<file path="src/verilog/rv_isa_pkg.sv">
package rv_isa_pkg;

  // field positions inside the instruction word
  localparam int opcode_lo    = 0;
  localparam int opcode_hi    = 6;
  localparam int opcode_width = opcode_hi - opcode_lo + 1;
  localparam int rd_lo        = 7;
  localparam int rd_hi        = 11;

  // opcodes that write the integer file
  localparam logic [opcode_width-1:0] opcode_load      = 7'b0000011;
  localparam logic [opcode_width-1:0] opcode_op_imm    = 7'b0010011;
  localparam logic [opcode_width-1:0] opcode_auipc     = 7'b0010111;
  localparam logic [opcode_width-1:0] opcode_op_imm_32 = 7'b0011011;
  localparam logic [opcode_width-1:0] opcode_op        = 7'b0110011;
  localparam logic [opcode_width-1:0] opcode_lui       = 7'b0110111;
  localparam logic [opcode_width-1:0] opcode_op_32     = 7'b0111011;
  localparam logic [opcode_width-1:0] opcode_jalr      = 7'b1100111;
  localparam logic [opcode_width-1:0] opcode_jal       = 7'b1101111;

  // opcodes that write the fp file
  localparam logic [opcode_width-1:0] opcode_load_fp = 7'b0000111;
  localparam logic [opcode_width-1:0] opcode_op_fp   = 7'b1010011;

endpackage

</file>
<file path="src/verilog/trace_cfg_pkg.sv">
package trace_cfg_pkg;

  // datapath widths
  localparam int vaddr_width    = 39;
  localparam int instr_width    = 32;
  localparam int reg_addr_width = 5;
  localparam int data_width     = 64;
  localparam int hart_id_width  = 4;

  // tag counter wraps at this width
  localparam int itag_width = 30;

  // buffer depths are powers of two
  localparam int commit_queue_depth     = 8;
  localparam int commit_queue_ptr_width = $clog2(commit_queue_depth);
  localparam int wb_buffer_depth        = 4;
  localparam int wb_buffer_ptr_width    = $clog2(wb_buffer_depth);

  // trace port FSM encoding
  localparam int emit_state_width = 2;
  localparam logic [emit_state_width-1:0] emit_idle  = 2'd0;
  localparam logic [emit_state_width-1:0] emit_req   = 2'd1;
  localparam logic [emit_state_width-1:0] emit_drain = 2'd2;

endpackage

</file>
<file path="src/verilog/commit_if.sv">
interface commit_if;

  logic                                   v;
  logic                                   yumi;
  logic [trace_cfg_pkg::vaddr_width-1:0]  pc;
  logic [trace_cfg_pkg::instr_width-1:0]  instr;
  logic [trace_cfg_pkg::itag_width-1:0]   itag;
  // expected destination file
  logic                                   wb_int;
  logic                                   wb_fp;

  modport producer (
    output v, pc, instr, itag, wb_int, wb_fp,
    input  yumi
  );

  modport consumer (
    input  v, pc, instr, itag, wb_int, wb_fp,
    output yumi
  );

endinterface

</file>
<file path="src/verilog/trace_if.sv">
interface trace_if;

  logic                                     v;
  logic                                     yumi;
  logic [trace_cfg_pkg::vaddr_width-1:0]    pc;
  logic [trace_cfg_pkg::instr_width-1:0]    instr;
  logic [trace_cfg_pkg::itag_width-1:0]     itag;
  logic                                     rd_v;
  logic                                     rd_fp;
  logic [trace_cfg_pkg::reg_addr_width-1:0] rd_addr;
  logic [trace_cfg_pkg::data_width-1:0]     rd_data;

  modport producer (
    output v, pc, instr, itag, rd_v, rd_fp, rd_addr, rd_data,
    input  yumi
  );

  modport consumer (
    input  v, pc, instr, itag, rd_v, rd_fp, rd_addr, rd_data,
    output yumi
  );

endinterface

</file>
<file path="src/verilog/commit_capture.sv">
module commit_capture (
  input  logic                                   clk_i,
  input  logic                                   rst_n_i,
  input  logic                                   commit_v_i,
  input  logic [trace_cfg_pkg::vaddr_width-1:0]  commit_pc_i,
  input  logic [trace_cfg_pkg::instr_width-1:0]  commit_instr_i,
  commit_if.producer                             out_if
);

  logic [trace_cfg_pkg::itag_width-1:0]     itag_cnt;
  logic [rv_isa_pkg::opcode_width-1:0]      opcode;
  logic [trace_cfg_pkg::reg_addr_width-1:0] rd;
  logic                                     is_int_op;
  logic                                     is_fp_op;

  assign opcode = commit_instr_i[rv_isa_pkg::opcode_hi:rv_isa_pkg::opcode_lo];
  assign rd     = commit_instr_i[rv_isa_pkg::rd_hi:rv_isa_pkg::rd_lo];

  always_comb
  begin
    is_int_op = 1'b0;
    is_fp_op  = 1'b0;
    case (opcode)
      rv_isa_pkg::opcode_op,
      rv_isa_pkg::opcode_op_imm,
      rv_isa_pkg::opcode_op_32,
      rv_isa_pkg::opcode_op_imm_32,
      rv_isa_pkg::opcode_load,
      rv_isa_pkg::opcode_lui,
      rv_isa_pkg::opcode_auipc,
      rv_isa_pkg::opcode_jal,
      rv_isa_pkg::opcode_jalr:
        is_int_op = 1'b1;
      rv_isa_pkg::opcode_load_fp,
      rv_isa_pkg::opcode_op_fp:
        is_fp_op = 1'b1;
      default:
        is_int_op = 1'b0;
    endcase
  end

  always_ff @(posedge clk_i or negedge rst_n_i)
  begin
    if (!rst_n_i)
    begin
      out_if.v <= 1'b0;
      itag_cnt <= '0;
    end
    else
    begin
      out_if.v <= commit_v_i | (out_if.v & ~out_if.yumi);
      if (commit_v_i)
      begin
        itag_cnt <= itag_cnt + 1'b1;
      end
    end
  end

  // rd of zero means no register is written
  always_ff @(posedge clk_i)
  begin
    if (commit_v_i)
    begin
      out_if.pc     <= commit_pc_i;
      out_if.instr  <= commit_instr_i;
      out_if.itag   <= itag_cnt;
      out_if.wb_int <= is_int_op & (|rd);
      out_if.wb_fp  <= is_fp_op & (|rd);
    end
  end

endmodule

</file>
<file path="src/verilog/commit_queue.sv">
module commit_queue (
  input  logic       clk_i,
  input  logic       rst_n_i,
  commit_if.consumer in_if,
  commit_if.producer out_if,
  output logic       overflow_o
);

  logic [trace_cfg_pkg::vaddr_width-1:0] pc_mem    [trace_cfg_pkg::commit_queue_depth];
  logic [trace_cfg_pkg::instr_width-1:0] instr_mem [trace_cfg_pkg::commit_queue_depth];
  logic [trace_cfg_pkg::itag_width-1:0]  itag_mem  [trace_cfg_pkg::commit_queue_depth];
  logic                                  int_mem   [trace_cfg_pkg::commit_queue_depth];
  logic                                  fp_mem    [trace_cfg_pkg::commit_queue_depth];

  logic [trace_cfg_pkg::commit_queue_ptr_width-1:0] wr_ptr;
  logic [trace_cfg_pkg::commit_queue_ptr_width-1:0] rd_ptr;
  logic [trace_cfg_pkg::commit_queue_ptr_width:0]   count;
  logic                                             full;
  logic                                             push;
  logic                                             pop;

  // count msb set means all entries used
  assign full = count[trace_cfg_pkg::commit_queue_ptr_width];
  assign push = in_if.v & ~full;
  assign pop  = out_if.v & out_if.yumi;

  // every item is taken at once and either stored or dropped
  assign in_if.yumi = in_if.v;

  assign out_if.v      = |count;
  assign out_if.pc     = pc_mem[rd_ptr];
  assign out_if.instr  = instr_mem[rd_ptr];
  assign out_if.itag   = itag_mem[rd_ptr];
  assign out_if.wb_int = int_mem[rd_ptr];
  assign out_if.wb_fp  = fp_mem[rd_ptr];

  always_ff @(posedge clk_i or negedge rst_n_i)
  begin
    if (!rst_n_i)
    begin
      wr_ptr     <= '0;
      rd_ptr     <= '0;
      count      <= '0;
      overflow_o <= 1'b0;
    end
    else
    begin
      if (push)
      begin
        wr_ptr <= wr_ptr + 1'b1;
      end
      if (pop)
      begin
        rd_ptr <= rd_ptr + 1'b1;
      end
      case ({push, pop})
        2'b10:   count <= count + 1'b1;
        2'b01:   count <= count - 1'b1;
        default: count <= count;
      endcase
      if (in_if.v & full)
      begin
        overflow_o <= 1'b1;
      end
    end
  end

  always_ff @(posedge clk_i)
  begin
    if (push)
    begin
      pc_mem[wr_ptr]    <= in_if.pc;
      instr_mem[wr_ptr] <= in_if.instr;
      itag_mem[wr_ptr]  <= in_if.itag;
      int_mem[wr_ptr]   <= in_if.wb_int;
      fp_mem[wr_ptr]    <= in_if.wb_fp;
    end
  end

endmodule

</file>
<file path="src/verilog/commit_trace_top.sv">
module commit_trace_top (
  input  logic                                     clk_i,
  input  logic                                     rst_n_i,
  input  logic [trace_cfg_pkg::hart_id_width-1:0]  hart_id_i,
  input  logic                                     commit_v_i,
  input  logic [trace_cfg_pkg::vaddr_width-1:0]    commit_pc_i,
  input  logic [trace_cfg_pkg::instr_width-1:0]    commit_instr_i,
  input  logic                                     ird_w_v_i,
  input  logic [trace_cfg_pkg::reg_addr_width-1:0] ird_addr_i,
  input  logic [trace_cfg_pkg::data_width-1:0]     ird_data_i,
  input  logic                                     frd_w_v_i,
  input  logic [trace_cfg_pkg::reg_addr_width-1:0] frd_addr_i,
  input  logic [trace_cfg_pkg::data_width-1:0]     frd_data_i,
  input  logic                                     trace_ack_i,
  output logic                                     trace_req_o,
  output logic [trace_cfg_pkg::hart_id_width-1:0]  trace_hart_o,
  output logic [trace_cfg_pkg::vaddr_width-1:0]    trace_pc_o,
  output logic [trace_cfg_pkg::instr_width-1:0]    trace_instr_o,
  output logic [trace_cfg_pkg::itag_width-1:0]     trace_itag_o,
  output logic                                     trace_rd_v_o,
  output logic                                     trace_rd_fp_o,
  output logic [trace_cfg_pkg::reg_addr_width-1:0] trace_rd_addr_o,
  output logic [trace_cfg_pkg::data_width-1:0]     trace_rd_data_o,
  output logic                                     overflow_o
);

  commit_if cap_if ();
  commit_if head_if ();
  trace_if  rec_if ();

  logic queue_overflow;
  logic wb_overflow;

  // hart id is a static strap
  assign trace_hart_o = hart_id_i;
  assign overflow_o   = queue_overflow | wb_overflow;

  commit_capture u_commit_capture (
    .clk_i          (clk_i),
    .rst_n_i        (rst_n_i),
    .commit_v_i     (commit_v_i),
    .commit_pc_i    (commit_pc_i),
    .commit_instr_i (commit_instr_i),
    .out_if         (cap_if.producer)
  );

  commit_queue u_commit_queue (
    .clk_i      (clk_i),
    .rst_n_i    (rst_n_i),
    .in_if      (cap_if.consumer),
    .out_if     (head_if.producer),
    .overflow_o (queue_overflow)
  );

  writeback_merge u_writeback_merge (
    .clk_i         (clk_i),
    .rst_n_i       (rst_n_i),
    .ird_w_v_i     (ird_w_v_i),
    .ird_addr_i    (ird_addr_i),
    .ird_data_i    (ird_data_i),
    .frd_w_v_i     (frd_w_v_i),
    .frd_addr_i    (frd_addr_i),
    .frd_data_i    (frd_data_i),
    .in_if         (head_if.consumer),
    .out_if        (rec_if.producer),
    .wb_overflow_o (wb_overflow)
  );

  trace_emitter u_trace_emitter (
    .clk_i           (clk_i),
    .rst_n_i         (rst_n_i),
    .trace_ack_i     (trace_ack_i),
    .in_if           (rec_if.consumer),
    .trace_req_o     (trace_req_o),
    .trace_pc_o      (trace_pc_o),
    .trace_instr_o   (trace_instr_o),
    .trace_itag_o    (trace_itag_o),
    .trace_rd_v_o    (trace_rd_v_o),
    .trace_rd_fp_o   (trace_rd_fp_o),
    .trace_rd_addr_o (trace_rd_addr_o),
    .trace_rd_data_o (trace_rd_data_o)
  );

endmodule

</file>
<file path="src/verilog/trace_emitter.sv">
module trace_emitter (
  input  logic                                     clk_i,
  input  logic                                     rst_n_i,
  input  logic                                     trace_ack_i,
  trace_if.consumer                                in_if,
  output logic                                     trace_req_o,
  output logic [trace_cfg_pkg::vaddr_width-1:0]    trace_pc_o,
  output logic [trace_cfg_pkg::instr_width-1:0]    trace_instr_o,
  output logic [trace_cfg_pkg::itag_width-1:0]     trace_itag_o,
  output logic                                     trace_rd_v_o,
  output logic                                     trace_rd_fp_o,
  output logic [trace_cfg_pkg::reg_addr_width-1:0] trace_rd_addr_o,
  output logic [trace_cfg_pkg::data_width-1:0]     trace_rd_data_o
);

  logic [trace_cfg_pkg::emit_state_width-1:0] state;
  logic                                       load;

  assign load        = (state == trace_cfg_pkg::emit_idle) & in_if.v;
  assign trace_req_o = (state == trace_cfg_pkg::emit_req);

  // release the record only after ack has dropped
  assign in_if.yumi = (state == trace_cfg_pkg::emit_drain) & ~trace_ack_i;

  always_ff @(posedge clk_i or negedge rst_n_i)
  begin
    if (!rst_n_i)
    begin
      state <= trace_cfg_pkg::emit_idle;
    end
    else
    begin
      case (state)
        trace_cfg_pkg::emit_idle:
          if (in_if.v)
          begin
            state <= trace_cfg_pkg::emit_req;
          end
        trace_cfg_pkg::emit_req:
          if (trace_ack_i)
          begin
            state <= trace_cfg_pkg::emit_drain;
          end
        trace_cfg_pkg::emit_drain:
          if (!trace_ack_i)
          begin
            state <= trace_cfg_pkg::emit_idle;
          end
        default:
          state <= trace_cfg_pkg::emit_idle;
      endcase
    end
  end

  // record held stable for the whole exchange
  always_ff @(posedge clk_i)
  begin
    if (load)
    begin
      trace_pc_o      <= in_if.pc;
      trace_instr_o   <= in_if.instr;
      trace_itag_o    <= in_if.itag;
      trace_rd_v_o    <= in_if.rd_v;
      trace_rd_fp_o   <= in_if.rd_fp;
      trace_rd_addr_o <= in_if.rd_addr;
      trace_rd_data_o <= in_if.rd_data;
    end
  end

endmodule

</file>
<file path="src/verilog/writeback_merge.sv">
module writeback_merge (
  input  logic                                     clk_i,
  input  logic                                     rst_n_i,
  input  logic                                     ird_w_v_i,
  input  logic [trace_cfg_pkg::reg_addr_width-1:0] ird_addr_i,
  input  logic [trace_cfg_pkg::data_width-1:0]     ird_data_i,
  input  logic                                     frd_w_v_i,
  input  logic [trace_cfg_pkg::reg_addr_width-1:0] frd_addr_i,
  input  logic [trace_cfg_pkg::data_width-1:0]     frd_data_i,
  commit_if.consumer                               in_if,
  trace_if.producer                                out_if,
  output logic                                     wb_overflow_o
);

  logic [trace_cfg_pkg::reg_addr_width-1:0] wb_addr_mem [trace_cfg_pkg::wb_buffer_depth];
  logic [trace_cfg_pkg::data_width-1:0]     wb_data_mem [trace_cfg_pkg::wb_buffer_depth];
  logic                                     wb_fp_mem   [trace_cfg_pkg::wb_buffer_depth];

  logic [trace_cfg_pkg::wb_buffer_ptr_width-1:0] wb_wr_ptr;
  logic [trace_cfg_pkg::wb_buffer_ptr_width-1:0] wb_rd_ptr;
  logic [trace_cfg_pkg::wb_buffer_ptr_width:0]   wb_count;

  logic                                     wb_in_v;
  logic                                     wb_in_fp;
  logic [trace_cfg_pkg::reg_addr_width-1:0] wb_in_addr;
  logic [trace_cfg_pkg::data_width-1:0]     wb_in_data;
  logic                                     wb_full;
  logic                                     wb_push;
  logic                                     wb_pop;
  logic                                     needs_wb;
  logic                                     can_load;
  logic                                     take;

  // integer port wins if both fire together
  assign wb_in_v    = ird_w_v_i | frd_w_v_i;
  assign wb_in_fp   = ~ird_w_v_i;
  assign wb_in_addr = ird_w_v_i ? ird_addr_i : frd_addr_i;
  assign wb_in_data = ird_w_v_i ? ird_data_i : frd_data_i;

  assign wb_full = wb_count[trace_cfg_pkg::wb_buffer_ptr_width];
  assign wb_push = wb_in_v & ~wb_full;

  // head waits here until its writeback shows up
  assign needs_wb = in_if.wb_int | in_if.wb_fp;
  assign can_load = ~out_if.v | out_if.yumi;
  assign take     = in_if.v & can_load & (~needs_wb | (|wb_count));
  assign wb_pop   = take & needs_wb;

  assign in_if.yumi = take;

  always_ff @(posedge clk_i or negedge rst_n_i)
  begin
    if (!rst_n_i)
    begin
      out_if.v      <= 1'b0;
      wb_wr_ptr     <= '0;
      wb_rd_ptr     <= '0;
      wb_count      <= '0;
      wb_overflow_o <= 1'b0;
    end
    else
    begin
      if (take)
      begin
        out_if.v <= 1'b1;
      end
      else if (out_if.yumi)
      begin
        out_if.v <= 1'b0;
      end
      if (wb_push)
      begin
        wb_wr_ptr <= wb_wr_ptr + 1'b1;
      end
      if (wb_pop)
      begin
        wb_rd_ptr <= wb_rd_ptr + 1'b1;
      end
      case ({wb_push, wb_pop})
        2'b10:   wb_count <= wb_count + 1'b1;
        2'b01:   wb_count <= wb_count - 1'b1;
        default: wb_count <= wb_count;
      endcase
      if (wb_in_v & wb_full)
      begin
        wb_overflow_o <= 1'b1;
      end
    end
  end

  always_ff @(posedge clk_i)
  begin
    if (wb_push)
    begin
      wb_addr_mem[wb_wr_ptr] <= wb_in_addr;
      wb_data_mem[wb_wr_ptr] <= wb_in_data;
      wb_fp_mem[wb_wr_ptr]   <= wb_in_fp;
    end
  end

  // rd_fp reports what arrived, not what the opcode promised
  always_ff @(posedge clk_i)
  begin
    if (take)
    begin
      out_if.pc      <= in_if.pc;
      out_if.instr   <= in_if.instr;
      out_if.itag    <= in_if.itag;
      out_if.rd_v    <= needs_wb;
      out_if.rd_fp   <= needs_wb & wb_fp_mem[wb_rd_ptr];
      out_if.rd_addr <= needs_wb ? wb_addr_mem[wb_rd_ptr] : '0;
      out_if.rd_data <= needs_wb ? wb_data_mem[wb_rd_ptr] : '0;
    end
  end

endmodule
</file>
<file path="config.mk">
export PLATFORM = sky130hd
export DESIGN_NAME = commit_trace_top
export DESIGN_NICKNAME = d
export VERILOG_FILES = /design/src/verilog/rv_isa_pkg.sv /design/src/verilog/trace_cfg_pkg.sv /design/src/verilog/commit_if.sv /design/src/verilog/trace_if.sv /design/src/verilog/commit_capture.sv /design/src/verilog/commit_queue.sv /design/src/verilog/commit_trace_top.sv /design/src/verilog/trace_emitter.sv /design/src/verilog/writeback_merge.sv
export SDC_FILE = /design/constraint.sdc
export NUM_CORES = 2
export LEC_CHECK = 0
export ABC_AREA = 0
export BUFFER_PORTS_ARGS = -buffer_cell sky130_fd_sc_hd__buf_4
export CAP_MARGIN = 10
export CORE_ASPECT_RATIO = 0.9
export CORE_MARGIN = 2
export CORE_UTILIZATION = 45
export CTS_CLUSTER_SIZE = 24
export DETAILED_ROUTE_END_ITERATION = 10
export GPL_ROUTABILITY_DRIVEN = 1
export GPL_TIMING_DRIVEN = 0
export SLEW_MARGIN = 25
export SYNTH_ARGS = -nofsm -noshare
export SYNTH_HDL_FRONTEND = slang
export SYNTH_HIERARCHICAL = 1
export SYNTH_SLANG_ARGS = --single-unit
</file>
<file path="constraint.sdc">
create_clock -name clk_i -period 17 [get_ports clk_i]
set_input_delay 3.4 -clock clk_i [delete_from_list [all_inputs] [get_ports clk_i]]
set_output_delay 3.4 -clock clk_i [all_outputs]
set_load 0.005 [all_outputs]
</file>
### Yosys cells after proc, flatten, opt, wreduce, memory -nomap -nowiden

Memory sizes are Yosys's and may differ from the RTL's. A register that Yosys moved wholly into a read port is not among the register bits.
Index checks and enable logic that the tools add are counted.

| cells by class | value |
|---|---|
| add/sub/neg operators | 9 |
| equality and inequality tests | 20 |
| multiplexer cells | 16 |
| bitwise operators | 24 |
| reductions and logical operators | 12 |

Operators by type and width:

| cell | number |
|---|---|
| 64-bit 2-to-1 mux | 1 |
| 30-bit by 1-bit adder with 30-bit output, second input constant | 1 |
| 7-bit by 5-bit == test with 1-bit output, second input constant | 3 |
| 7-bit by 6-bit == test with 1-bit output, second input constant | 3 |
| 7-bit == test, second input constant | 3 |
| 1-bit AND | 13 |
| 3-bit by 1-bit adder with 3-bit output, second input constant | 3 |
| 9-bit OR reduction | 1 |
| 1-bit 2-to-1 mux | 8 |
| 4-bit case mux with 2 select lines | 1 |
| 7-bit by 2-bit == test with 1-bit output, second input constant | 1 |
| 7-bit by 3-bit == test with 1-bit output, second input constant | 1 |
| 2-bit by 1-bit == test with 1-bit output, second input constant | 3 |
| 2-bit == test, second input constant | 3 |
| 2-bit 2-to-1 mux | 3 |
| 2-bit != test, second input constant | 3 |
| 1-bit NOT | 6 |
| 2-bit case mux with 3 select lines | 1 |
| 3-bit case mux with 2 select lines | 1 |
| 2-bit nonzero test | 3 |
| 5-bit 2-to-1 mux | 1 |
| 1-bit bitwise OR | 5 |
| 5-bit OR reduction | 1 |
| 2-bit by 1-bit adder with 2-bit output, second input constant | 2 |
| other kinds (9) | 10 |

| storage, ports and cells | value |
|---|---|
| flip-flop bits (word level) | 330 |
| RAM bits | 1,104 |
| input port bits | 219 |
| output and inout bits | 178 |
| logic and storage cells | 115 |
| memories kept | 8 |

Memory list:

| memory | depth | width | rd ports | clocked after Yosys merged registers in | write ports | line | RTL |
|---|---|---|---|---|---|---|---|
| u_commit_queue.pc_mem | 8 | 39 | 1 | 1 | 1 | commit_queue.sv:9 | `logic [trace_cfg_pkg::vaddr_width-1:0] pc_mem [trace_cfg_pkg::commit_queue_depth];` |
| u_commit_queue.instr_mem | 8 | 32 | 1 | 1 | 1 | commit_queue.sv:10 | `logic [trace_cfg_pkg::instr_width-1:0] instr_mem [trace_cfg_pkg::commit_queue_depth];` |
| u_writeback_merge.wb_data_mem | 4 | 64 | 1 | 1 | 1 | writeback_merge.sv:16 | `logic [trace_cfg_pkg::data_width-1:0] wb_data_mem [trace_cfg_pkg::wb_buffer_depth];` |
| u_commit_queue.itag_mem | 8 | 30 | 1 | 1 | 1 | commit_queue.sv:11 | `logic [trace_cfg_pkg::itag_width-1:0] itag_mem [trace_cfg_pkg::commit_queue_depth];` |
| u_writeback_merge.wb_addr_mem | 4 | 5 | 1 | 1 | 1 | writeback_merge.sv:15 | `logic [trace_cfg_pkg::reg_addr_width-1:0] wb_addr_mem [trace_cfg_pkg::wb_buffer_depth];` |
| u_commit_queue.fp_mem | 8 | 1 | 1 | 0 | 1 | commit_queue.sv:13 | `logic fp_mem [trace_cfg_pkg::commit_queue_depth];` |
| +2 memories | -- | -- | -- | -- | -- | -- |  |

### Longest topological paths before layout

| logic depth | value |
|---|---|
| word-level depth | 8 |
| depth in mapped cells | 15 |
| gate-level depth less buffers | 12 |

### By module

The synthesis kept the hierarchy.

Modules (own cells, without submodules):

| module | times used | cells each | area each (um^2) | seq. area each (um^2) |
|---|---|---|---|---|
| commit_queue | 1 | 1,258 | 31,923.1 | 25,019.0 |
| writeback_merge | 1 | 742 | 17,145.2 | 13,798.2 |
| trace_emitter | 1 | 182 | 5,270.1 | 5,215.0 |
| commit_capture | 1 | 232 | 4,574.4 | 3,868.7 |
| commit_trace_top | 1 | 5 | 36.3 | 0.0 |

### Least setup slack after synthesis

No wires, ideal clock.

| timing | value |
|---|---|
| kind | flip-flop to flip-flop |
| start | reg u_trace_emitter/state[0] (netlist name) |
| end | reg u_trace_emitter/trace_instr_o[0] (netlist name) (enable) |
| setup time | 0.949 ns |
| arrival time | 12.829 ns |
| data required time | 16.051 ns |
| path slack | 3.222 ns |
| stages on the path, launching flop included | 2 |
| path buffers | 0 |
| period minus slack after synthesis | 13.778 ns |
| cells stage by stage | dfrtp_1 > nor3b_1 |

| between the ends | value |
|---|---|
| longest elaborated chain between the ends | 2 |

RTL lines:

| what | line | RTL |
|---|---|---|
| from (decl) | trace_emitter.sv:16 | `logic [trace_cfg_pkg::emit_state_width-1:0] state;` |
| from (signal assigned) | trace_emitter.sv:29 | `state <= trace_cfg_pkg::emit_idle;` |
| from (signal assigned) | trace_emitter.sv:37 | `state <= trace_cfg_pkg::emit_req;` |
| from (signal assigned) | trace_emitter.sv:42 | `state <= trace_cfg_pkg::emit_drain;` |
| 2-bit logical NOT | trace_emitter.sv:19 | `assign load = (state == trace_cfg_pkg::emit_idle) & in_if.v;` |
| 1-bit AND | trace_emitter.sv:19 |  |
| via u_trace_emitter.load | trace_emitter.sv:17 | `logic load;` |
| to (signal assigned) | trace_emitter.sv:61 | `trace_instr_o <= in_if.instr;` |
| to (decl) | trace_emitter.sv:8 | `output logic [trace_cfg_pkg::instr_width-1:0] trace_instr_o,` |

The timed path passes the listed nets, and every way through them passes these cells.
A chain may end at the register's enable or synchronous reset.

### Worst setup path after layout

| timing | value |
|---|---|
| start | in hart_id_i[2] (netlist name) |
| end | out trace_hart_o[2] (netlist name) |

RTL lines:

| what | line | RTL |
|---|---|---|
| from (decl) | commit_trace_top.sv:4 | `input logic [trace_cfg_pkg::hart_id_width-1:0] hart_id_i,` |
| to (decl) | commit_trace_top.sv:16 | `output logic [trace_cfg_pkg::hart_id_width-1:0] trace_hart_o,` |

No word-level cell between the ends.

==> impl_metrics.tcl <==
set metrics [dict create \
    drive_above_1_share_pct 39.8 \
    rows 125 \
    ir_worst_vdd_mv 0.0956 \
    syn-cell-area_mm2 0.0589 \
    cts.repair.resized 0 \
    detail_route.first_pass.iterations 5 \
    synth.top_cell.area_share_pct 79.0 \
    synth_warnings 6 \
    path_clk_slew_ns 0.06 \
    post_cts_buffers 0 \
    synthArstFlopShare_pct 3.30 \
    synth_mux_area_share_pct 14.4 \
    cts_max_path_buffers 3 \
    crit_fanout 1 \
    dp_hpwl_um 83200 \
    rsz0062_at_grt "false" \
    postRouteAntennaNets 0 \
    grt_start_max_net_pins 62 \
    ys_seq_area_share_pct 81.3 \
    coreArea_mm2 0.129 \
    gp_congestion 0.752 \
    die_x_um 386 \
    cp_top_family "buffers and inverters" \
    min_period_ns 7.03 \
    arrival_ns 3.63 \
    viasPerCell 5.34 \
    max_slew_margin_pct 31.7 \
    max_freq_mhz 142 \
    synth_common_cells "1551 x edfxtp_1, 274 x mux4_2, 113 x mux2_2" \
    path_common_cell "buf_4" \
    io_buffers 391 \
    hold_class "flip-flop to flip-flop" \
    cp-end-kind "primary output" \
    synth_area_leaders "edfxtp_1 79%, mux4_2 10%, dfrtp_1 2.2%" \
    die_area_mm2 0.134 \
    grt_first_pass_wirelength_um 187000 \
    track_usage_pct 19.3 \
    hold_buffers 0 \
    synthesis.nets 2651 \
    slowest_delay_ns 0.12 \
    cp_cell_sequence "buf_4, buf_4" \
    synth_seq_cells 1604 \
    skew_ns 0.0346 \
    synth_top_family_by_area "multiplexers" \
    num_vias 26400 \
    synth_top_cell_by_area "edfxtp_1" \
    leakagePower_uw 0.0241 \
    worst_pin_slew_ns 1.03 \
    synth_xor_area_share_pct 0.609 \
    synth.distinct_cells 53 \
    synth-simple-area-share_pct 1.76 \
    drtIter0Drc 2171 \
    cts_root_buffer "clkbuf_16" \
    tns_ns 0 \
    yosys.cell_count.top_type "edfxtp_1" \
    cp_data_required_time_ns 13.60 \
    total_power_uw 12200 \
    setup_viol 0 \
    synth_fa_ha_area_share_pct 0.301 \
    insertion_delay_ns 0.77 \
    clock_sinks 1604 \
    fin_crit_sh_pct 41.3 \
    boundaryPins 397 \
    synth_top_flop_cell "edfxtp_1" \
    area_growth_pct 20.7 \
    slew_violations 0 \
    max_cap_violations 0 \
    cts_tree "done" \
    synth-compound-area-share_pct 0.216 \
    critical_path_class "input port to primary output" \
    powerDensity_mw_per_mm2 171 \
    antenna_found_initial 3 \
    drc 0 \
    reg2reg_depth 16 \
    cp_num_buf_inv 2 \
    die_height_um 347 \
    hold_viol 0 \
    crit_cells 2 \
    outcome "finished, final reports clean" \
    cp_slowest_cell "buf_4" \
    grt_pass1_vias 28300 \
    initial_utilization_pct 45.5 \
    grt-ovfl-total 0 \
    synth_enable_flop_cells 1551 \
    cts_max_level 4 \
    start_kind "input port" \
    synthCells 2419 \
    syn_area_per_cell_um2 24.4 \
    drt_wl_total_um 128000 \
    whs_path_depth 0 \
    cts_buffers 160 \
    routedWlPerCell_um 25.9 \
    layout.nets 3322 \
]
layout by cell type, fill, tap and decap left out, types with 5 or more instances in the layout:
cell type  Yosys  final
edfxtp_1    1551   1551
buf_4          5    445
mux4_2       274    274
clkbuf_16      0    165
mux2_2       113    113
and2_1        75     71
mux2_4        64     64
clkbuf_1      24     61
dfrtp_1       53     53
buf_2         40     40
buf_12        18     34
buf_16         0     34
xnor2_1       32     32
clkinv_2       0     30
clkinv_1       0     29
buf_6          7     23
inv_1         21     21
bufinv_16      0     14
nand2_1       14     14
nand4_1       13     13
nand3_1       12     12
ha_1          11     11
xor2_1         9      9
nor2_1        13      7
nand2b_1       7      7
nor2_4         0      6
a21oi_1        5      5
worst paths after layout:
| kind | endpoint | slack (ns) | startpoint |
|---|---|---|---|
| max | trace_hart_o[2] | 9.97 | hart_id_i[2] |
| min | u_trace_emitter/trace_rd_data_o[38]$_DFFE_PP_ | 0.41 | u_writeback_merge/out_if.rd_data[38]$_SDFFCE_PN0N_ |
| max reg2reg | u_commit_queue/count[3]$_DFFE_PN0P_ | 10.81 | u_commit_queue/rd_ptr[1]$_DFFE_PN0P_ |
| min reg2reg | u_trace_emitter/trace_rd_data_o[38]$_DFFE_PP_ | 0.41 | u_writeback_merge/out_if.rd_data[38]$_SDFFCE_PN0N_ |
| max in group asynchronous | u_commit_capture/itag_cnt[28]$_DFFE_PN0P_ | 13.76 | rst_n_i |
| min in group asynchronous | u_commit_capture/itag_cnt[10]$_DFFE_PN0P_ | 2.72 | rst_n_i |
sequential cells by signal, indices dropped and copies added (netlist names), 32 cells and up:
| register | cells |
|---|---|
| u_trace_emitter/trace_rd_data_o | 64 |
| u_writeback_merge/out_if.rd_data | 64 |
| u_trace_emitter/trace_pc_o | 39 |
| u_trace_emitter/trace_instr_o | 32 |
| u_writeback_merge/out_if.pc | 39 |
| u_commit_capture/out_if.instr | 32 |
| u_writeback_merge/out_if.instr | 32 |
| u_writeback_merge/wb_data_mem | 256 |
| u_commit_queue/pc_mem | 312 |
| u_commit_queue/instr_mem | 256 |
| u_commit_capture/out_if.pc | 39 |
| u_commit_queue/itag_mem | 240 |
per-layer routing:
layer  vias to the layer above  track usage (%)  wire [um]
met3                       182             3.19       5780
met5                         -                0          0
met1                     14100             25.4      52700
met2                       675             32.9      66500
li1                      11400                -          -
met4                         0             6.02       3100
cell families (layout without fill, tap and decap cells):
kind of cell / after synthesis / in the layout
multiplexers: 455 / 455
buffers and inverters: 118 / 922
XOR/XNOR: 41 / 41
flip-flops: 1604 / 1604
other: 0 / 1
AND/OR/NAND/NOR: 169 / 169
AO/OA/AOI/OAI: 19 / 19
adder cells (fa/ha/maj): 13 / 13
power breakdown:
part / internal [uW] / switching, uW / leakage [uW]
clock network: 2010 / 1450 / 0.00253
registers: 5330 / 258 / 0.0150
logic: 1570 / 1580 / 0.00659
per-stage QoR:
stage / area (um^2) / hold WS [ns] / setup WS, ns / cells / utilization, %
after floorplan: 58900 / 0.400 / 3.22 / 2419 / -
after detailed placement: 66000 / 0.405 / 9.76 / 4642 / 50.9
after global routing: 71100 / 0.416 / 9.96 / 4938 / 54.9
final: 71100 / 0.409 / 9.97 / 4938 / 54.9
after CTS: 71100 / 0.403 / 9.97 / 4937 / 54.9
after global placement: 64000 / 0.402 / -8.86 / 4524 / 49.4
layout make-up:
| type | count | area, um^2 |
|---|---|---|
| Sequential cell | 1604 | 47900 |
| Clock inverter | 89 | 887 |
| Inverter | 21 | 78.8 |
| Buffer | 97 | 793 |
| Timing Repair Buffer | 509 | 4780 |
| Fill cell | 9588 | 58400 |
| Multi-Input combinational cell | 697 | 10300 |
| Antenna cell | 1 | 2.50 |
| Tap cell | 1714 | 2140 |
| Clock buffer | 206 | 4290 |
No activity file was read; power rests on OpenSTA's default activity.
